### config.mk
export PLATFORM = sky130hd
export DESIGN_NAME = serial_debug_top
export DESIGN_NICKNAME = d
export VERILOG_FILES = /design/src/uart_pkg.sv /design/src/uart_rx.sv /design/src/uart_tx.sv /design/src/sync_fifo.sv /design/src/uart_core.sv /design/src/hex_logger.sv /design/src/serial_debug_top.sv
export SDC_FILE = /design/constraint.sdc
export NUM_CORES = 1
export LEC_CHECK = 0
export BUFFER_PORTS_ARGS = -buffer_cell sky130_fd_sc_hd__buf_2
export CAP_MARGIN = 5
export CORE_ASPECT_RATIO = 0.8
export CORE_UTILIZATION = 57
export CTS_CLUSTER_SIZE = 25
export DETAILED_ROUTE_END_ITERATION = 6
export PLACE_DENSITY = 0.73
export SLEW_MARGIN = 0
export SYNTH_ARGS = -nofsm -noshare
export SYNTH_HDL_FRONTEND = slang
export SYNTH_SLANG_ARGS = --single-unit
### constraint.sdc
create_clock -name clk -period 3.55 [get_ports clk]
set_clock_uncertainty 0.05 [all_clocks]
set_input_delay 0.355 -clock clk [delete_from_list [all_inputs] [get_ports clk]]
set_output_delay 0.355 -clock clk [all_outputs]
set_load 0.1 [all_outputs]
### src/uart_pkg.sv
// shared types and constants for the serial debug UART, referenced by scoped names
`default_nettype none

package uart_pkg;

    // one bit period lasts baud_div + 1 clock cycles
    typedef logic [15:0] baud_div_t;

    // smallest divisor that still leaves a usable half-bit start check
    localparam baud_div_t min_baud_div = 16'd3;

    // one received frame as it sits in the receive FIFO
    typedef struct packed {
        logic [7:0] data;       // received byte, bit 0 first on the wire
        logic       frame_err;  // stop bit was sampled low
    } rx_entry_t;

    // line terminators sent by the hex logger
    localparam logic [7:0] ascii_cr = 8'h0d;
    localparam logic [7:0] ascii_lf = 8'h0a;

endpackage

`default_nettype wire

### src/uart_rx.sv
// 8N1 receive engine, fed from a synchronized pin, pulses done with each frame
`timescale 1ns/100ps
`default_nettype none

module uart_rx (
    input  wire logic                clk,
    input  wire logic                arst_n,
    input  wire uart_pkg::baud_div_t baud_div,
    input  wire logic                rx_pin,
    output logic                     done,
    output uart_pkg::rx_entry_t      entry
);

    typedef enum logic [1:0] {
        ST_IDLE,
        ST_START,
        ST_DATA,
        ST_STOP
    } rx_state_t;

    rx_state_t           state;
    uart_pkg::baud_div_t bit_timer;
    logic [2:0]          bit_index;
    logic                pin_q;      // previous pin level, for edge detect
    logic                timer_zero;
    logic                start_edge;

    assign timer_zero = (bit_timer == '0);
    assign start_edge = pin_q && !rx_pin;   // only a falling edge opens a frame

    always_ff @(posedge clk or negedge arst_n) begin
        if (!arst_n) begin
            state     <= ST_IDLE;
            bit_timer <= '0;
            bit_index <= '0;
            done      <= 1'b0;
            pin_q     <= 1'b1;
        end else begin
            pin_q <= rx_pin;
            done  <= 1'b0;
            case (state)
                ST_IDLE: begin
                    if (start_edge) begin
                        state     <= ST_START;
                        bit_timer <= baud_div >> 1;  // go to middle of start bit
                    end
                end
                ST_START: begin
                    if (timer_zero) begin
                        if (rx_pin) begin
                            state <= ST_IDLE;        // glitch, not a start bit
                        end else begin
                            state     <= ST_DATA;
                            bit_timer <= baud_div;
                            bit_index <= '0;
                        end
                    end else begin
                        bit_timer <= bit_timer - 1'b1;
                    end
                end
                ST_DATA: begin
                    if (timer_zero) begin
                        bit_timer <= baud_div;
                        if (bit_index == 3'd7) begin
                            state <= ST_STOP;
                        end else begin
                            bit_index <= bit_index + 1'b1;
                        end
                    end else begin
                        bit_timer <= bit_timer - 1'b1;
                    end
                end
                ST_STOP: begin
                    if (timer_zero) begin
                        done  <= 1'b1;
                        state <= ST_IDLE;
                    end else begin
                        bit_timer <= bit_timer - 1'b1;
                    end
                end
                default: state <= ST_IDLE;
            endcase
        end
    end

    // sampled bits land straight in the output entry
    always_ff @(posedge clk) begin
        if (state == ST_DATA && timer_zero) entry.data[bit_index] <= rx_pin;
        if (state == ST_STOP && timer_zero) entry.frame_err <= !rx_pin;
    end

    a_done_single: assert property (@(posedge clk) disable iff (!arst_n) done |=> !done);

    a_div_min: assert property (@(posedge clk) disable iff (!arst_n)
        (state == ST_IDLE && start_edge) |-> baud_div >= uart_pkg::min_baud_div);

endmodule

`default_nettype wire

### src/uart_tx.sv
// 8N1 transmit engine, one frame per start strobe, registered pin output
`timescale 1ns/100ps
`default_nettype none

module uart_tx (
    input  wire logic                clk,
    input  wire logic                arst_n,
    input  wire uart_pkg::baud_div_t baud_div,
    input  wire logic                start,
    input  wire logic [7:0]          data,
    output logic                     tx_pin,
    output logic                     busy
);

    typedef enum logic [1:0] {
        ST_IDLE,
        ST_START,
        ST_DATA,
        ST_STOP
    } tx_state_t;

    tx_state_t           state;
    uart_pkg::baud_div_t bit_timer;
    logic [2:0]          bit_index;
    logic [7:0]          data_latch;
    logic                timer_zero;

    assign timer_zero = (bit_timer == '0);
    assign busy       = (state != ST_IDLE);

    always_ff @(posedge clk or negedge arst_n) begin
        if (!arst_n) begin
            state     <= ST_IDLE;
            bit_timer <= '0;
            bit_index <= '0;
            tx_pin    <= 1'b1;  // line idles high
        end else begin
            case (state)
                ST_IDLE: begin
                    if (start) begin
                        tx_pin    <= 1'b0;  // start bit
                        bit_timer <= baud_div;
                        bit_index <= '0;
                        state     <= ST_START;
                    end
                end
                ST_START: begin
                    if (timer_zero) begin
                        tx_pin    <= data_latch[0];
                        bit_timer <= baud_div;
                        state     <= ST_DATA;
                    end else begin
                        bit_timer <= bit_timer - 1'b1;
                    end
                end
                ST_DATA: begin
                    if (timer_zero) begin
                        bit_timer <= baud_div;
                        if (bit_index == 3'd7) begin
                            tx_pin <= 1'b1;  // stop bit
                            state  <= ST_STOP;
                        end else begin
                            tx_pin    <= data_latch[3'(bit_index + 3'd1)];
                            bit_index <= bit_index + 1'b1;
                        end
                    end else begin
                        bit_timer <= bit_timer - 1'b1;
                    end
                end
                ST_STOP: begin
                    if (timer_zero) state <= ST_IDLE;  // frame done
                    else bit_timer <= bit_timer - 1'b1;
                end
                default: state <= ST_IDLE;
            endcase
        end
    end

    always_ff @(posedge clk) begin
        if (start && state == ST_IDLE) data_latch <= data;
    end

    // a start during a frame would be lost, and too small a divisor breaks the receiver
    a_start_idle: assert property (@(posedge clk) disable iff (!arst_n)
        start |-> !busy && baud_div >= uart_pkg::min_baud_div);

endmodule

`default_nettype wire

### src/sync_fifo.sv
// show-ahead synchronous FIFO with a type parameter for the payload
`timescale 1ns/100ps
`default_nettype none

module sync_fifo #(
    parameter int  DEPTH = 16,           // power of two
    parameter type T     = logic [7:0]
) (
    input  wire logic clk,
    input  wire logic arst_n,
    input  wire logic push,
    input  wire T     push_data,
    input  wire logic pop,
    output T          pop_data,
    output logic      full,
    output logic      empty
);

    localparam int AW = $clog2(DEPTH);
    localparam int CW = AW + 1;          // count reaches DEPTH

    T                mem [DEPTH];
    logic [AW-1:0]   wr_ptr;
    logic [AW-1:0]   rd_ptr;
    logic [CW-1:0]   count;

    assign full     = (count == CW'(DEPTH));
    assign empty    = (count == '0);
    assign pop_data = mem[rd_ptr];       // head is visible before the pop

    always_ff @(posedge clk or negedge arst_n) begin
        if (!arst_n) begin
            wr_ptr <= '0;
            rd_ptr <= '0;
            count  <= '0;
        end else begin
            if (push) wr_ptr <= wr_ptr + 1'b1;
            if (pop) rd_ptr <= rd_ptr + 1'b1;
            case ({push, pop})
                2'b10:   count <= count + 1'b1;
                2'b01:   count <= count - 1'b1;
                default: count <= count;  // both or neither
            endcase
        end
    end

    always_ff @(posedge clk) begin
        if (push) mem[wr_ptr] <= push_data;
    end

    // the owner gates push and pop with full and empty
    a_no_overflow: assert property (@(posedge clk) disable iff (!arst_n) push |-> !full);

    a_no_underflow: assert property (@(posedge clk) disable iff (!arst_n) pop |-> !empty);

endmodule

`default_nettype wire

### src/uart_core.sv
// full duplex UART with transmit and receive FIFOs around the 8N1 engines
`timescale 1ns/100ps
`default_nettype none

module uart_core #(
    parameter int FIFO_DEPTH = 16
) (
    input  wire logic                clk,
    input  wire logic                arst_n,
    input  wire uart_pkg::baud_div_t baud_div,
    input  wire logic                tx_write,
    input  wire logic [7:0]          tx_data,
    output logic                     tx_full,
    output logic                     tx_pin,
    input  wire logic                rx_pin,
    input  wire logic                rx_read,
    output logic                     rx_ready,
    output uart_pkg::rx_entry_t      rx_entry
);

    // transmit side
    logic       tx_empty;
    logic [7:0] tx_head;
    logic       tx_busy;
    logic       tx_start;

    // receive side
    logic [1:0]          rx_sync;    // two-flop synchronizer
    logic                rx_done;
    uart_pkg::rx_entry_t rx_new;
    logic                rx_full;
    logic                rx_empty;

    assign tx_start = !tx_empty && !tx_busy;  // engine takes the head on this edge
    assign rx_ready = !rx_empty;

    always_ff @(posedge clk or negedge arst_n) begin
        if (!arst_n) rx_sync <= 2'b11;
        else rx_sync <= {rx_sync[0], rx_pin};
    end

    sync_fifo #(.DEPTH(FIFO_DEPTH), .T(logic [7:0])) u_tx_fifo (
        .clk       (clk),
        .arst_n    (arst_n),
        .push      (tx_write && !tx_full),  // writes while full are lost
        .push_data (tx_data),
        .pop       (tx_start),
        .pop_data  (tx_head),
        .full      (tx_full),
        .empty     (tx_empty)
    );

    uart_tx u_tx (
        .clk      (clk),
        .arst_n   (arst_n),
        .baud_div (baud_div),
        .start    (tx_start),
        .data     (tx_head),
        .tx_pin   (tx_pin),
        .busy     (tx_busy)
    );

    uart_rx u_rx (
        .clk      (clk),
        .arst_n   (arst_n),
        .baud_div (baud_div),
        .rx_pin   (rx_sync[1]),
        .done     (rx_done),
        .entry    (rx_new)
    );

    sync_fifo #(.DEPTH(FIFO_DEPTH), .T(uart_pkg::rx_entry_t)) u_rx_fifo (
        .clk       (clk),
        .arst_n    (arst_n),
        .push      (rx_done && !rx_full),   // overrun drops the new frame
        .push_data (rx_new),
        .pop       (rx_read && !rx_empty),
        .pop_data  (rx_entry),
        .full      (rx_full),
        .empty     (rx_empty)
    );

endmodule

`default_nettype wire

### src/hex_logger.sv
// prints a 16-bit value as four hex digits plus CR LF on its own serial pin
`timescale 1ns/100ps
`default_nettype none

module hex_logger (
    input  wire logic                clk,
    input  wire logic                arst_n,
    input  wire uart_pkg::baud_div_t baud_div,
    input  wire logic                trigger,
    input  wire logic [15:0]         hex_val,
    output logic                     log_pin,
    output logic                     busy
);

    typedef enum logic [1:0] {
        ST_IDLE,
        ST_SEND,    // start each character once the transmitter is free
        ST_DRAIN    // last frame still on the wire
    } log_state_t;

    log_state_t  state;
    logic [2:0]  char_idx;   // 0..3 digits, 4 cr, 5 lf
    logic [15:0] val_latch;
    logic [3:0]  nibble;
    logic [7:0]  char_data;
    logic        tx_busy;
    logic        tx_start;

    assign busy     = (state != ST_IDLE);
    assign tx_start = (state == ST_SEND) && !tx_busy;

    always_comb begin
        nibble = val_latch[4'(4'd12 - 4'(char_idx) * 4'd4) +: 4];  // msb nibble first
        case (char_idx)
            3'd4:    char_data = uart_pkg::ascii_cr;
            3'd5:    char_data = uart_pkg::ascii_lf;
            default: char_data = (nibble < 4'd10) ? 8'h30 + 8'(nibble)  // '0'..'9'
                                                  : 8'h37 + 8'(nibble); // 'A'..'F'
        endcase
    end

    always_ff @(posedge clk or negedge arst_n) begin
        if (!arst_n) begin
            state    <= ST_IDLE;
            char_idx <= '0;
        end else begin
            case (state)
                ST_IDLE: begin
                    if (trigger) begin
                        char_idx <= '0;
                        state    <= ST_SEND;
                    end
                end
                ST_SEND: begin
                    if (tx_start) begin
                        char_idx <= char_idx + 1'b1;
                        if (char_idx == 3'd5) state <= ST_DRAIN;
                    end
                end
                ST_DRAIN: if (!tx_busy) state <= ST_IDLE;
                default:  state <= ST_IDLE;
            endcase
        end
    end

    always_ff @(posedge clk) begin
        if (trigger && state == ST_IDLE) val_latch <= hex_val;
    end

    uart_tx u_tx (
        .clk      (clk),
        .arst_n   (arst_n),
        .baud_div (baud_div),
        .start    (tx_start),
        .data     (char_data),
        .tx_pin   (log_pin),
        .busy     (tx_busy)
    );

endmodule

`default_nettype wire

### src/serial_debug_top.sv
// top level of the serial debug block, UART core plus hex logger on one divisor
`timescale 1ns/100ps
`default_nettype none

module serial_debug_top #(
    parameter int FIFO_DEPTH = 16
) (
    input  wire logic                clk,
    input  wire logic                arst_n,
    input  wire uart_pkg::baud_div_t baud_div,
    input  wire logic                tx_write,
    input  wire logic [7:0]          tx_data,
    output logic                     tx_full,
    output logic                     tx_pin,
    input  wire logic                rx_pin,
    input  wire logic                rx_read,
    output logic                     rx_ready,
    output uart_pkg::rx_entry_t      rx_entry,
    input  wire logic                log_trigger,
    input  wire logic [15:0]         log_value,
    output logic                     log_pin,
    output logic                     log_busy
);

    uart_core #(.FIFO_DEPTH(FIFO_DEPTH)) u_core (
        .clk      (clk),
        .arst_n   (arst_n),
        .baud_div (baud_div),
        .tx_write (tx_write),
        .tx_data  (tx_data),
        .tx_full  (tx_full),
        .tx_pin   (tx_pin),
        .rx_pin   (rx_pin),
        .rx_read  (rx_read),
        .rx_ready (rx_ready),
        .rx_entry (rx_entry)
    );

    hex_logger u_logger (
        .clk      (clk),
        .arst_n   (arst_n),
        .baud_div (baud_div),
        .trigger  (log_trigger),
        .hex_val  (log_value),
        .log_pin  (log_pin),
        .busy     (log_busy)
    );

endmodule

`default_nettype wire

[Yosys cells after proc, flatten, opt, wreduce, memory -nomap -nowiden]
Memory sizes are Yosys's and may differ from the RTL's. A register that Yosys moved wholly into a read port is not among the register bits.
Index checks and enable logic that the tools add are counted.
Word-level totals
  register bits after elaboration: 133
  memory bits (writable): 272
  output and inout port bits: 14
  logic and storage cells: 236
  memories kept: 2
Memories
  u_core.u_rx_fifo.mem: depth 16, bits a word 9, rd ports 1, clocked after Yosys merged registers in 0, wr ports 1, line sync_fifo.sv:22  | T mem [DEPTH];
  u_core.u_tx_fifo.mem: depth 16, bits a word 8, rd ports 1, clocked after Yosys merged registers in 1, wr ports 1, line sync_fifo.sv:22
Operators by class
  add/subtract/negate cells: 18
  $lt $le $gt $ge: 5
  equal/unequal tests: 49
  shift operators: 1
  multiplexer cells: 81
  reductions and logical operators: 54
Operators with widths (number)
  2-to-1 mux 16 bit: 11
  case mux 16 bit (3 select lines): 2
  case mux 16 bit (4 select lines): 1
  inequality test 2 bit, second input constant: 26
  logical NOT 16 bit: 3
  subtractor 16 x 1 -> 16 bit, second input constant: 3
  2-to-1 mux 2 bit: 20
  2-to-1 mux 3 bit: 12
  case mux 2 bit (4 select lines): 3
  case mux 3 bit (2 select lines): 4
  case mux 5 bit (2 select lines): 2
  AND reduction 4 bit: 5
  AND reduction 5 bit: 4
  == test 2 bit, second input constant: 9
  nonzero test 2 bit: 9
  2-to-1 mux 1 bit: 17
  adder 4 x 1 -> 4 bit, second input constant: 4
  case mux 8 bit (2 select lines): 1
  indexed part select 16 x 5 -> 4 bit: 1
  == test 3 bit, second input constant: 5
  adder 6 x 4 -> 7 bit, first input constant: 2
  adder 3 x 1 -> 3 bit, second input constant: 4
  == test 2 x 1 -> 1 bit, second input constant: 6
  logical AND 1 bit: 12
  21 further kinds: 42

[Logic depth before layout (Yosys ltp)]
Gate-level depths: netlist (run 1).
  word-level depth: 6
  gate-level depth with buffers: 14
  gate-level depth less buffers: 13

[By module]
A second synthesis (run 1) with hierarchy kept.
Unflattened totals
  cell total of the unflattened synthesis: 1295
  area, all modules: 19044.5 sq um
Modules (own cells, without submodules)
  sync_fifo at u_core.u_rx_fifo: instances 1, cells an instance 321, area an instance 6272.3 sq um, seq. area each 4649.5 sq um
  sync_fifo at u_core.u_tx_fifo: instances 1, cells an instance 291, area an instance 5779.3 sq um, seq. area each 4169.0 sq um
  uart_rx: instances 1, cells an instance 219, area an instance 2087.0 sq um, seq. area each 847.1 sq um
  uart_tx at u_core.u_tx: instances 1, cells an instance 193, area an instance 1930.6 sq um, seq. area each 792.0 sq um
  uart_tx at u_logger.u_tx: instances 1, cells an instance 192, area an instance 1888.1 sq um, seq. area each 792.0 sq um
  hex_logger: instances 1, cells an instance 72, area an instance 993.5 sq um, seq. area each 605.6 sq um
  uart_core: instances 1, cells an instance 7, area an instance 93.8 sq um, seq. area each 52.6 sq um

[Worst setup path before layout (run 1)]
Ideal clock, no wire load.
  path type: register -> register
  start point: register u_core.u_rx_fifo.count[0]
  end point: register u_core.u_rx_fifo.count[4]
  library setup time: 0.123 ns
  arrival time: 3.284 ns
  path slack: 0.093 ns
  cell stages (with the launch flop): 12
  clock period less this slack: 3.457 ns
  cell sequence: dfrtp_1 > nor4_1 > nand2_1 > and2_1 > clkbuf_1 > ha_1 > fa_1 > a21o_1 > a21oi_1 > xor2_1 > nor2_1 > xnor2_1
Between the ends
  word-level cells in the longest chain between the ends: 5
  elaborated cells on any way between the ends: 12
  those cells by class: add/sub (2); eq/ne (3); mux (1); reduce/logical (6)
Ends and longest elaborated chain
  start, declared: line sync_fifo.sv:25  | logic [CW-1:0] count;
  start signal, assigned: line sync_fifo.sv:40  | 2'b10: count <= count + 1'b1;
  start signal, assigned: line sync_fifo.sv:41  | 2'b01: count <= count - 1'b1;
  start signal, assigned: line sync_fifo.sv:42  | default: count <= count;
  logical NOT 5 bit (*): line sync_fifo.sv:28  | assign empty = (count == '0);
  logical NOT 1 bit (*)
  named net rx_ready: line serial_debug_top.sv:17  | output logic rx_ready,
  logical AND 1 bit (*): line uart_core.sv:77  | .pop (rx_read && !rx_empty),
  named net u_core.u_rx_fifo.pop: line sync_fifo.sv:13  | input wire logic pop,
  == test 2 x 1 -> 1 bit / == test 2 bit (equally long branches): line sync_fifo.sv:39  | case ({push, pop})
  case mux 5 bit (2 select lines) / nonzero test 2 bit (equally long branches)
Mark *: on every way through the listed nets, which the timed path passes. The rest lies on a longest branch.
A chain may end at the register's enable or synchronous reset.

[Worst setup path in the final report (run 1)]
  start point: register u_core.u_tx.state[0]
  end point: register u_core.u_tx_fifo.count[4]
Between the ends
  word-level cells in the longest chain between the ends: 5
  elaborated cells on any way between the ends: 7
  those cells by class: eq/ne (2); mux (1); reduce/logical (4)
Ends and longest elaborated chain
  start, declared: line uart_tx.sv:22  | tx_state_t state;
  start signal, assigned: line uart_tx.sv:33  | state <= ST_IDLE;
  start signal, assigned: line uart_tx.sv:44  | state <= ST_START;
  start signal, assigned: line uart_tx.sv:51  | state <= ST_DATA;
  nonzero test 2 bit (*): line uart_tx.sv:29  | assign busy = (state != ST_IDLE);
  logical NOT 1 bit (*): line uart_core.sv:34  | assign tx_start = !tx_empty && !tx_busy;
  logical AND 1 bit (*): line uart_core.sv:34
  == test 2 x 1 -> 1 bit / == test 2 bit (equally long branches): line sync_fifo.sv:39
  case mux 5 bit (2 select lines) / nonzero test 2 bit (equally long branches)
  end signal, assigned: line sync_fifo.sv:40
  end signal, assigned: line sync_fifo.sv:41
  end signal, assigned: line sync_fifo.sv:42
  end, declared: line sync_fifo.sv:25
Every way passes the cells marked *; elsewhere a longest branch is shown, timed or not.

==> results.txt, run 1 <==
The type of destination of the critical path is a register. The flow ran to the end, and the final reports show no timing, DRC or antenna violations. The clock latency on the worst-skew pair was 0.55 ns; the number of cells on the worst hold path was 3. Setup violations remaining at the end of the flow were counted as 0. The number of buffers created by CTS came out at 42.

For the I/O pin count, the log shows 60. The number of warnings printed during yosys synthesis was 0. The most used flip-flop cell after synthesis was sky130_fd_sc_hd__edfxtp_1. At the pin with the least slew margin, the transition time is 1.169 ns.

In the final routed layout, each cell accounts on average for 20.96 um. For this run, the total global-route usage over all layers was measured as 23.50%. In this run the worst hold path is classified as input port to register. After detailed routing, the number of vias per cell comes to 6.020.

After filler insertion, the fill cell instance count of the layout stands at 2,251. The critical path goes through inv_1, ha_1, nor2b_2, ha_1, inv_1, fa_1, inv_1, a21o_1, a21oi_1, xnor2_1, nor2_1, xor2_1. The count of max-cap constraint violations is 0, and the delay of the slowest cell on the worst path is 0.57 ns.

The detail route stage leaves a number of antenna-violating nets equal to 0. For the initial antenna violation count, the log shows 0. The top cell type by total area after synthesis is sky130_fd_sc_hd__edfxtp_1. The first global-routing pass estimated 59,470 um of wire. The power density over the cells was 856.8 nW/um^2; the total congestion overflow after global routing was 0.

The worst reg-to-reg path cell count was 12. TritonCTS built the clock tree. The worst pin sits at a relative slew slack of 21.70%.

Together, buffers and inverters on the worst path number 3. STA puts the critical path data required time at 3.92 ns. The run gives 0.8797 as the placer's final routability congestion estimate. The netlist uses 80 different library cells. For this design, the sink count on the clock tree is 412. The cell repeated most along the worst path is sky130_fd_sc_hd__inv_1. Before CTS, the worst setup slack after placement is 0.1625 ns. The final total negative setup slack was 0 ns.

In this run the most critical hold path is launched from log_trigger. The number of hold-slack violations in the final timing report is 0. The worst setup path is launched from a register. The synthesized netlist cell count is 1,250. The logs give 3 for the number of buffers on the longest clock path and 2 for the number of levels the H-tree was split into. The share of the synthesized area in the top cell type is 50.72%, and the final-stage net count is 1,439. After layout, the worst path uses 87.73% of the clock period. In this run the horizontal extent of the chip is 203.3 um. Of all nets on the critical path, the largest fanout is 13. The number of antenna diodes in the final layout is 0. The total area inside the core boundary comes to 31,640 um^2. The count of final max-slew check failures was 0; the die height was 163.0 um. Ranked by total cell area, the synthesized netlist is headed by sky130_fd_sc_hd__edfxtp_1, sky130_fd_sc_hd__dfrtp_1, sky130_fd_sc_hd__mux4_2, sky130_fd_sc_hd__ha_1, sky130_fd_sc_hd__o21ai_0.

For this run, the top clock speed supported by timing is 321.1 MHz. The pin count of the biggest net entering global routing was 78; the least setup slack across all paths after layout was 0.4357 ns. In the post-synthesis netlist, the cell with the most instances is sky130_fd_sc_hd__edfxtp_1. The count of flip-flops with a built-in enable after synthesis came out at 312. After synthesis the netlist holds a flip-flop and latch count of 412. The tools report the critical register-to-register path startpoint as u_core.u_tx.state[0]. For this configuration, the core starts out at a cell density of 58.38%. In this run the critical register-to-register path is captured at u_core.u_tx_fifo.count[4]. Clock-pin slew was measured on the worst setup and hold paths at 0.06 ns.

Via count of the first global-routing pass: 10,700. The worst-case register-to-register setup slack is 0.44 ns. The worst min-delay path endpoint was u_logger.state[0]. Once placement finished, the instance area stood at 19,300 um^2. Sequential-to-total area share from yosys stat: 64.30%. The final period demand of the worst path was 3.114 ns; the fraction of layout instances using a drive strength above 1 was 20.28%. The finished cells cover 20,850 um^2. The slowest cell on the critical path was sky130_fd_sc_hd__nor2b_2.

The row count came out at 58. Once detailed placement completed, the half-perimeter wirelength came to 23,960 um. After the first detailed-routing iteration, the DRC count stood at 957.

The static leakage power was 7.466 nW. The count of buffers from port buffering was 59. In this run the post-CTS setup repair buffer count came out at 0. Summed over all layers, the routed wires come to 37,640 um. The tools report the data arrival time of the worst path as 3.48 ns. Counting every net in the synthesized netlist gives 1,344. The area growth from synthesis to final layout works out to 12.89%. On the critical path the largest part of the delay comes from adder cells. By count the netlist is led by sky130_fd_sc_hd__edfxtp_1, sky130_fd_sc_hd__dfrtp_1, sky130_fd_sc_hd__mux4_2. Maximum ir drop on the vdd rail: 0.5598 mV. The critical path runs through a total of 12 cells.

The final route contains 10,810 vias. The proportion of synthesized flip-flops having asynchronous set or reset came out at 24.27%. For this run, design rule violations remaining after detail routing come to 0.

The floorplan step defined a die boundary enclosing 33,130 um^2. The average footprint of a synthesized cell is 14.78 um^2. The kind of critical path is register to register.

Setup repair after global routing left no endpoint under its margin. Root buffer cell: sky130_fd_sc_hd__clkbuf_16. Post-synthesis cell area: 18,470 um^2. The pre-antenna-repair detailed-routing pass consisted of 5 iterations.
-- cell usage in the layout (no fill, tap or decap), drive strengths merged, types with 24 or more instances in the layout --
cell type and count:
a21oi 42, buf 93, clkbuf 58, dfrtp 95, edfxtp 312, ha 46, inv 49, mux4 92
nand2 91, nor2 91, nor3 38, o21ai 85, xnor2 24
-- routing by layer --
metal	global-route usage, %	vias to the layer above	share of wire [%]
met5	0	-	0
met4	6.494	0	1.6
met3	3.871	48	6.0
met2	37.74	307	48
met1	33.66	5435	44
li1	-	5022	-
-- state kept, by name, summed over array words and instances, names as in the netlist, 3 cells and up, named ones only --
| name | flops |
|---|---|
| u_core.u_rx_fifo.count | 5 |
| u_core.u_tx.bit_timer | 16 |
| u_core.u_rx.bit_index | 3 |
| u_core.u_tx.data_latch | 8 |
| u_logger.u_tx.bit_timer | 16 |
| u_core.u_rx_fifo.mem | 144 |
| u_core.u_rx_fifo.wr_ptr | 4 |
| u_core.u_rx.bit_timer | 16 |
| u_logger.val_latch | 16 |
| u_core.u_rx.entry | 9 |
| u_logger.u_tx.bit_index | 3 |
| u_core.u_tx.bit_index | 3 |
| u_core.u_tx_fifo.mem | 128 |
| u_core.u_tx_fifo.wr_ptr | 4 |
| u_core.u_tx_fifo.count | 5 |
| u_logger.char_idx | 3 |
| u_logger.u_tx.data_latch | 7 |
| u_core.u_tx_fifo.rd_ptr | 4 |
| u_core.u_rx_fifo.rd_ptr | 4 |
-- tightest hold or removal path, cell delays in order --
cell                       delay [ns]
sky130_fd_sc_hd__buf_2           0.10
sky130_fd_sc_hd__nor2_1          0.08
sky130_fd_sc_hd__a311oi_1        0.05
-- timing repair --
action	in CTS	in global routing
hold buffers	18	0
endpoints found under the setup margin	0	1
endpoints found under the hold margin	90	0
resized for setup	0	1
-- how the worst max path moves through the flow --
stage                                   start                   endpoint  slack, ns
global route             u_core.u_tx.state[1]  u_core.u_tx_fifo.count[4]       0.23
detailed placement       u_core.u_tx.state[0]  u_core.u_tx_fifo.count[4]       0.16
floorplan           u_core.u_rx_fifo.count[0]  u_core.u_rx_fifo.count[4]       0.09
finish                   u_core.u_tx.state[0]  u_core.u_tx_fifo.count[4]       0.44
CTS                      u_core.u_tx.state[0]  u_core.u_tx_fifo.count[4]       0.08
global placement         u_core.u_tx.state[0]  u_core.u_tx_fifo.count[4]       0.32
-- logic make-up (layout without fill, tap and decap cells) --
kind of cell               Yosys count  count (layout)  synth area share (%)
DFF                                412             412                 64.30
xor gates and xnor gates            36              36                 1.707
muxes                              106             106                 12.03
buffers and inverters              109             235                 2.506
and+or+nand+nor                    319             319                 8.494
adders and majority gates           48              48                 3.333
AOI/OAI and AO/OA                  220             220                 7.627
-- metrics by stage --
| stage | total power, mW | hold WS, ns | util (%) | std cells |
|---|---|---|---|---|
| global route | 18.85 | 0.05045 | 65.90 | 1796 |
| detailed placement | 13.54 | 0.2991 | 60.99 | 1703 |
| floorplan | 12.11 | 0.009409 | - | 1250 |
| finish | 17.87 | 0.05324 | 65.90 | 1796 |
| CTS | 17.97 | 0.02964 | 65.90 | 1796 |
| global placement | 13.36 | 0.2975 | 60.99 | 1703 |
-- power breakdown --
group	total [mW]	internal, mW	switching [mW]
registers	6.73	6.01	0.728
logic	6.75	2.75	4.00
clock network	4.38	2.59	1.79
-- cell type report --
class,instances,area (um^2),share of cell area [%]
timing repair buffer,111,758.2,3.636
sequential,412,11880,56.97
multi-input combinational,729,6133,29.41
inverter,49,183.9,0.8820
clock inverter,17,166.4,0.7980
tap,420,525.5,2.520
clock buffer,58,1205,5.778
Power figures use the tool's default switching activity.
==> inputs of run 2 (changes only) <==
==> constraint.sdc (replaced) <==
create_clock -name clk -period 3.55 [get_ports clk]
set_clock_uncertainty 0.05 [all_clocks]
set_input_delay 0.5325 -clock clk [delete_from_list [all_inputs] [get_ports clk]]
set_output_delay 0.5325 -clock clk [all_outputs]
set_load 0.1 [all_outputs]
==> run 2 against run 1 <==
Compared with the run above: the flow now finishes with violations (design-rule violations); combinational power down 1%; sequential cell count unchanged; final area decreased by 1.2%; critical path depth shrank 8; non-clock buffer count decreased by 17; power shrank 1.2%; register-to-register slack improved by 0.13 ns; die area unchanged; sequential share of layout area rose by 0.68 points; sequential power up 1%; count of clock-buffer cells in the layout down 4; routed wire length rose by 1.2%.
==> results.txt, run 2 (synthesis gave the netlist of run 1 again) <==
The worst hold path belongs to the class input port to asynchronous set/reset pin. The run gives 60,150 um as the global-route wire length before repair. The horizontal extent of the die came out at 203.3 um.

In the global route stage, overall resource usage came out at 23.85%. The tools report the relative max-transition margin as 21.20%. For the worst-skew pair, the clock arrives at the later sink with an insertion delay of 0.54 ns.

The die is 163.0 um tall. The period utilization is 96.21%, and the static leakage power is 7.363 nW. Measured on the finished design, the core utilization comes to 65.14%.

The run finished, with violations left. In the layout the commonest cells are sky130_fd_sc_hd__edfxtp_1, sky130_fd_sc_hd__dfrtp_1, sky130_fd_sc_hd__mux4_2, sky130_fd_sc_hd__nand2_1, sky130_fd_sc_hd__nor2_1. The final-layout fill cell count was 2,275. In the routed layout, each cell is associated on average with a via count of 6.087. Number of levels the H-tree was split into: 2. The largest register by flop count was u_core.u_rx_fifo.mem. Summing all flip-flop and latch instances after layout gives 11,880 um^2. The area growth from synthesis to layout is 11.58%.

The root buffer cell was sky130_fd_sc_hd__clkbuf_16. After clock tree synthesis, the clock-pin slew on the worst setup and hold paths is 0.06 ns. The floorplan step defined a die boundary enclosing 33,130 um^2.

Buffers inserted to repair hold after CTS numbered 0. Final period demand of the worst path: 3.415 ns. The critical path startpoint is u_core.u_rx_fifo.rd_ptr[0]. Global routing finished with a remaining overflow of 0. The tools report the type of destination of the critical path as a primary output.

The tools report the internal cell power as 11.15 mW. The number of vias after detailed routing is 10,830. The final antenna diode count was 0.

The post-layout instance area is 20,610 um^2, and the count of buffers from port buffering is 59. The number of buffers created by CTS came out at 41. The via count of the first global-routing pass is 10,650, and the sequential share of power is 38.6%. After layout, the design draws a total of 17.66 mW. The worst path meets setup with 0.1347 ns of slack. The clock drives 412 sinks.

Combinational logic is responsible for 37.7% of the overall power. Final total negative setup slack: 0 ns. The kind of critical path was register to primary output.

In the final layout, the registers with the most flip-flops are u_core.u_rx_fifo.mem (144), u_core.u_tx_fifo.mem (128). In this run the worst path has a maximum fanout of 14. At the pin with the least slew margin, the transition time is 1.176 ns. For the count of max-cap constraint violations, the log shows 0. The final reports fail on design-rule violations. The count of final max-slew check failures was 0. TritonCTS built the clock tree.

At the worst endpoint, the required time is 2.97 ns. At the worst endpoint, the arrival time is 2.83 ns. Buffers added to address setup during post-CTS repair amount to 0. The total DRC errors in the routed layout is 4, and the wire length reported by the detailed router is 38,110 um.

Detailed placement ended at an HPWL of 24,580 um. For the initial antenna violation count, the log shows 0. Once placement completed, the tool counted placed cells totaling 1,704. The final standard cell count with taps included and fillers excluded came out at 1,780. Critical register-to-register path startpoint: u_core.u_tx.state[0]. The multi-input combinational cells in the finished layout cover a total of 6133 um^2.

The initialized floorplan defines 58 standard-cell rows. The post-route netlist has 20.51% of its cells at a drive strength greater than 1. The logs give 62 for the pin count of the biggest net entering global routing and 19,310 um^2 for the cell area after placement. After the last flow step, the layout net total stands at 1,421. Setup repair after global routing left no endpoint under its margin. For the number of hold-slack violations in the final timing report, the log shows 0. The logs give 6.513 mW for the net load switching power and 0.01778 ns for the worst hold-check slack.

The peak clock frequency supported by timing is 292.8 MHz, and the clock share of power is 23.7%. At the end of routability-driven placement, the weighted congestion stood at 0.9012. The register with the most flip-flops in the layout has 144 of them. The core region is 31,640 um^2.

Dividing the detail-routed wire length by the instance count gives 21.41 um. Of the total power, the share spent switching nets is 36.88%. The initial utilization of the core area, before any placement, comes to 58.38%.

The most common cell after layout, fill and taps aside is sky130_fd_sc_hd__edfxtp_1. The launching element type of the critical path is a register. In this run the count of I/O pins placed on the die edge is 60.

The tools report the number of buffers on the longest clock path as 3. The power density over the cells is 856.9 nW/um^2, and the first-pass iteration count of the detailed router is 7. For this block, the initial DRC count from the detailed router was 950. The logs give 0 for the count of final setup violators and 0.2524 ns for the setup slack at placement.

The maximum ir drop on the vdd rail was 0.6024 mV; the post-detailed-route count of antenna-violating nets was 0.
==> run 2: changes by cell type in the layout (fill, tap and decap cells not counted), moves of 2 or more <==
cell	previous run	this run
sky130_fd_sc_hd__clkinv_1	6	8
sky130_fd_sc_hd__clkbuf_8	3	1
sky130_fd_sc_hd__inv_6	0	3
sky130_fd_sc_hd__clkbuf_16	45	43
sky130_fd_sc_hd__clkinv_2	3	5
sky130_fd_sc_hd__dlygate4sd3_1	18	0
==> run 2: timing repair <==
item / CTS / global route
endpoints found under the setup margin: 1 / 1
cloned: 0 / 0
gates resized for setup: 1 / 1
==> run 2: path summary, 6_finish.rpt <==
path	endpoint	cells past startpoint	slack (ns)
worst min-delay path	u_core.u_rx.bit_timer[6]	1	0.02
worst max register to register	u_core.u_tx_fifo.count[4]	12	0.57
max in group asynchronous	u_core.u_tx_fifo.rd_ptr[0]	2	2.57
worst max-delay path	rx_entry[5]	4	0.13
worst min register to register	u_core.rx_sync[1]	0	0.32
min in group clk	u_core.rx_sync[0]	1	0.04
==> run 2: power groups by stage <==
stage	combinational (mW)	sequential [mW]	clock, mW
floorplan	5.59	6.52	0
global placement	6.50	6.86	0
detailed placement	6.66	6.91	0
CTS	6.70	6.82	4.27
global route	7.32	6.92	4.44
finish	6.66	6.82	4.18
==> run 2: layer usage <==
layer / part of all wire (%) / vias up / track usage (%)
met2: 48 / 348 / 37.22
met4: 1.5 / 0 / 6.254
li1: - / 4987 / -
met3: 6.3 / 50 / 4.170
met1: 45 / 5449 / 35.13
met5: 0 / - / 0
==> run 2: worst max-delay path, cell delays in order (launching register included) <==
cell	delay (ns)
sky130_fd_sc_hd__dfrtp_4	0.62
sky130_fd_sc_hd__buf_4	0.28
sky130_fd_sc_hd__mux4_2	0.54
sky130_fd_sc_hd__mux4_2	0.53
sky130_fd_sc_hd__buf_2	0.32
==> run 2: layout make-up <==
type                    instances  area share (%)
clock buffers                  54           5.470
repair buffers                 94           2.841
flip-flops and latches        412           57.66
multi-input cells             729           29.76
clock inverters                22          0.8317
inverters                      49          0.8924
well taps                     420           2.550
==> inputs of run 3 (changes only) <==
- ABC_AREA: not set -> 1
==> run 3 against run 2 <==
Compared with the run above: first-iteration DRC count is 61% higher; core utilization is 0.89 points lower; critical path depth is 2 higher; via count is 29% higher; the flow now finishes without violations; register-to-register slack better by 0.18 ns; worst setup slack better by 0.17 ns; largest power group is now combinational logic; sequential cell count stayed put; routed wire length is 16% higher.
==> results.txt, run 3 <==
The tools report the first-pass iteration count of the detailed router as 6. Dividing total power by cell area gives a power density of 891.0 nW/um^2. The adder-cell share of the synthesized area works out to 3.160%. The flow ran to the end, and the final reports show no timing, DRC or antenna violations. The tools report the die footprint as 34,920 um^2.

The clock-pin slew of the registers on the worst-case setup and hold paths is 0.06 ns. The tools report the launching element type of the critical path as a register. The final critical path takes up 91.45% of the cycle. After routing the design area is 21,610 um^2.

After detailed routing, the average wire length per cell comes to 18.45 um. In this run the worst setup path begins at u_core.u_rx_fifo.rd_ptr[1]. Ranked by instance count, the synthesized netlist is headed by sky130_fd_sc_hd__nand2_1, sky130_fd_sc_hd__edfxtp_1, sky130_fd_sc_hd__nor2_1. Synthesis instantiated 51 different standard cells from the library.

The number of vias after detailed routing is 13,960. Setup repair after global routing left no endpoint under its margin. The critical path goes through buf_4, o21ai_0, o221ai_1, nand3_1, nand2_1, buf_12. The worst reg-to-reg path cell count is 14, and the combined global-route utilization of all metal layers is 25.47%. Of all nets on the critical path, the largest fanout is 46.

The number of hold-slack violations in the final timing report is 0, and the static leakage power is 8.775 nW. The run gives 57.92% as the initial core utilization. The Yosys step of the flow raised 0 warnings. The design draws 19.25 mW. From synthesis to final layout, the design area changed by 10.94%. The peak clock frequency supported by timing is 308.0 MHz.

Summing the areas of all and, or, nand and nor instances in the mapped netlist gives 16.80% of the synthesized area. Via count of the first global-routing pass: 13,030. The fraction of layout instances using a drive strength above 1 is 8.961%. The tools report the capture point of the worst path as rx_entry[0].

After global routing the overflow that remains totals 0. In the routed design, unresolved DRC markers number 0. The routed via count divided by cell count was 5.823.

The largest register by flop count was u_core.u_rx_fifo.mem. In the layout the commonest cells are sky130_fd_sc_hd__nand2_1, sky130_fd_sc_hd__edfxtp_1, sky130_fd_sc_hd__nor2_1, sky130_fd_sc_hd__inv_1, sky130_fd_sc_hd__o21ai_0. In the synthesized netlist, mux cells make up 3.083% of the area. Slowest cell on the critical path: sky130_fd_sc_hd__dfrtp_2.

The core area came out at 33,630 um^2. The tool flagged a number of max-cap violations equal to 0. Leaving out filler cells and counting taps, the final layout contains 2,398. After synthesis the cells add up to 19,480 um^2. In this run, placement finished with an instance count of 2,320. The maximum ir drop on the vdd rail is 0.8780 mV, and the area fraction in compound gates after synthesis is 9.430%.

For the final routed database, the setup TNS stands at 0 ns. The proportion of synthesized flip-flops having asynchronous set or reset is 24.27%, and the final period demand of the worst path is 3.246 ns. The tools report the post-detailed-route count of antenna-violating nets as 0. Clock tree synthesis found a total of 412 sinks.

Counting every instance in the synthesized netlist gives 1,878. The actual slew at the worst max-slew pin is 1.104 ns. The number of storage elements in the synthesis netlist came out at 412. The largest registers in the layout are u_core.u_rx_fifo.mem (144), u_core.u_tx_fifo.mem (128). Data required time of the critical path: 2.97 ns. The clock latency on the worst-skew pair was 0.57 ns; the number of DRC markers after the initial detailed-route iteration was 1,525. The share of the synthesized area in the top cell type is 48.10%, and the flip-flop count of the largest register, all copies and words added is 144.

The sequential-to-total area share from yosys stat is 60.98%, and the global-route wire length before repair is 70,100 um. After filler insertion, the fill cell instance count of the layout stands at 2,657. The initial antenna violation count was 0.

The number of nets handed over by synthesis was 1,972. The I/O pin count came out at 60. Buffers added to address setup during post-CTS repair amount to 0.

The final-stage net count is 2,025, and the row count is 60. For the number of buffers created by CTS, the log shows 41. TritonCTS built the clock tree. Summing all placed instances gives a cell area of 20,250 um^2. By area the synthesized netlist is led by sky130_fd_sc_hd__edfxtp_1, sky130_fd_sc_hd__dfrtp_1, sky130_fd_sc_hd__nand2_1, sky130_fd_sc_hd__nor2_1, sky130_fd_sc_hd__o21ai_0. The H-tree was split into 2 levels. The kind of critical path was register to primary output. Detailed placement finished with a half-perimeter wire length of 28,810 um.

The count of flip-flops with a built-in enable after synthesis is 312, and the count of final setup violators is 0. The library cell used most frequently in the layout, excluding fill and tap cells, is sky130_fd_sc_hd__nand2_1. The parity-gate share of the synthesized area counting xor and xnor cells is 1.978%. The horizontal extent of the die works out to 208.7 um. The placer's final routability congestion estimate came out at 0.8841. The most repeated cell in the gate-level netlist after synthesis is sky130_fd_sc_hd__nand2_1.

The delay of the slowest cell on the worst path came out at 0.82 ns. Each instance of the synthesized netlist takes up on average 10.37 um^2. In this run the vertical extent of the chip is 167.3 um. Most used flip-flop cell after synthesis: sky130_fd_sc_hd__edfxtp_1.

0 antenna diodes ended up in the layout. The top cell type by total area after synthesis was sky130_fd_sc_hd__edfxtp_1. The worst register-to-register path begins at u_core.u_tx.state[0]. Combinational family with the most area after synthesis: simple AND/OR/NAND/NOR gates. The type of the most critical hold path was input port to register. The count of buffers from port buffering was 59; the pin count of the biggest net entering global routing was 68. The run gives 3 as the number of buffers on the longest clock path.

STA classifies the critical path endpoint as a primary output. The data arrival time of the worst path came out at 2.66 ns. The tools report the count of final max-slew check failures as 0. The number of cells on the worst hold path is 1.

The tools report the relative max-transition margin as 26.11%. The worst-case register-to-register setup slack came out at 0.75 ns. The cell sitting at the root of the clock tree is a sky130_fd_sc_hd__clkbuf_16. The wire length reported by the detailed router is 44,250 um. The worst register-to-register path ends at u_core.u_tx_fifo.count[4].
-- run 3: changes by cell type after synthesis, moves of 54 or more --
cell,previous run,this run
sky130_fd_sc_hd__nand3_1,17,115
sky130_fd_sc_hd__inv_1,49,142
sky130_fd_sc_hd__o221ai_1,4,59
sky130_fd_sc_hd__mux4_2,92,0
sky130_fd_sc_hd__nor2_1,90,246
sky130_fd_sc_hd__nand2_1,91,382
sky130_fd_sc_hd__mux2i_1,6,60
-- run 3: worst min path at each step --
stage | startpoint | slack (ns) | endpoint
final | log_value[9] | 0.1 | u_logger.val_latch[9]
after global routing | log_value[13] | 0.08 | u_logger.val_latch[13]
after CTS | log_value[9] | 0.07 | u_logger.val_latch[9]
after detailed placement | u_core.rx_sync[0] | 0.30 | u_core.rx_sync[1]
after floorplan | arst_n | 0.19 | asynchronous set/reset pin
after global placement | u_core.rx_sync[0] | 0.30 | u_core.rx_sync[1]
-- run 3: metal layers --
metal / up-vias / global-route usage [%] / share of wire (%)
li1: 6626 / - / -
met1: 6767 / 37.46 / 45
met2: 501 / 40.39 / 46
met3: 69 / 3.507 / 6.5
met4: 0 / 6.074 / 1.7
met5: - / 0 / 0
-- run 3: timing repair --
action,4_1_cts,5_1_grt
endpoints found under the hold margin,8,0
resized for setup,0,0
hold buffers,2,0
-- run 3: kinds of logic after synthesis --
kind of cell             after synthesis
flip-flops                           412
adder cells (fa/ha/maj)               48
AO/OA/AOI/OAI                        298
XOR/XNOR                              44
buffers and inverters                220
AND/OR/NAND/NOR                      796
multiplexers                          60
-- run 3: where the power goes --
| group | switching (mW) | internal (mW) |
|---|---|---|
| Combinational | 5.40 | 2.63 |
| Sequential | 0.818 | 6.03 |
| Clock | 1.88 | 2.49 |
| Total | 8.10 | 11.2 |
-- run 3: critical path: cells and delay by family, from the launching register on --
kind / cells / cell delay (ns)
buffers and inverters: 2 / 0.60
flip-flops: 1 / 0.82
AO/OA/AOI/OAI: 2 / 0.33
AND/OR/NAND/NOR: 2 / 0.34
-- run 3: stage by stage --
stage	hold slack (ns)	worst slack (ns)	util, %
after global placement	0.3000	0.8725	60.22
after floorplan	0.1869	0.3372	-
after detailed placement	0.2972	0.7487	60.22
after CTS	0.07282	0.3257	64.25
final	0.09513	0.3036	64.25
after global routing	0.07650	0.1583	64.25
-- run 3: area by class of cell --
| type | count | area [um^2] | share of cell area (%) |
|---|---|---|---|
| clock buffer | 57 | 1096 | 5.072 |
| timing repair buffer | 83 | 583.1 | 2.698 |
| clock inverter | 19 | 240.2 | 1.112 |
| multi-input combinational | 1246 | 6714 | 31.07 |
| tap | 434 | 543.0 | 2.513 |
| inverter | 147 | 551.8 | 2.553 |
| sequential | 412 | 11880 | 54.98 |
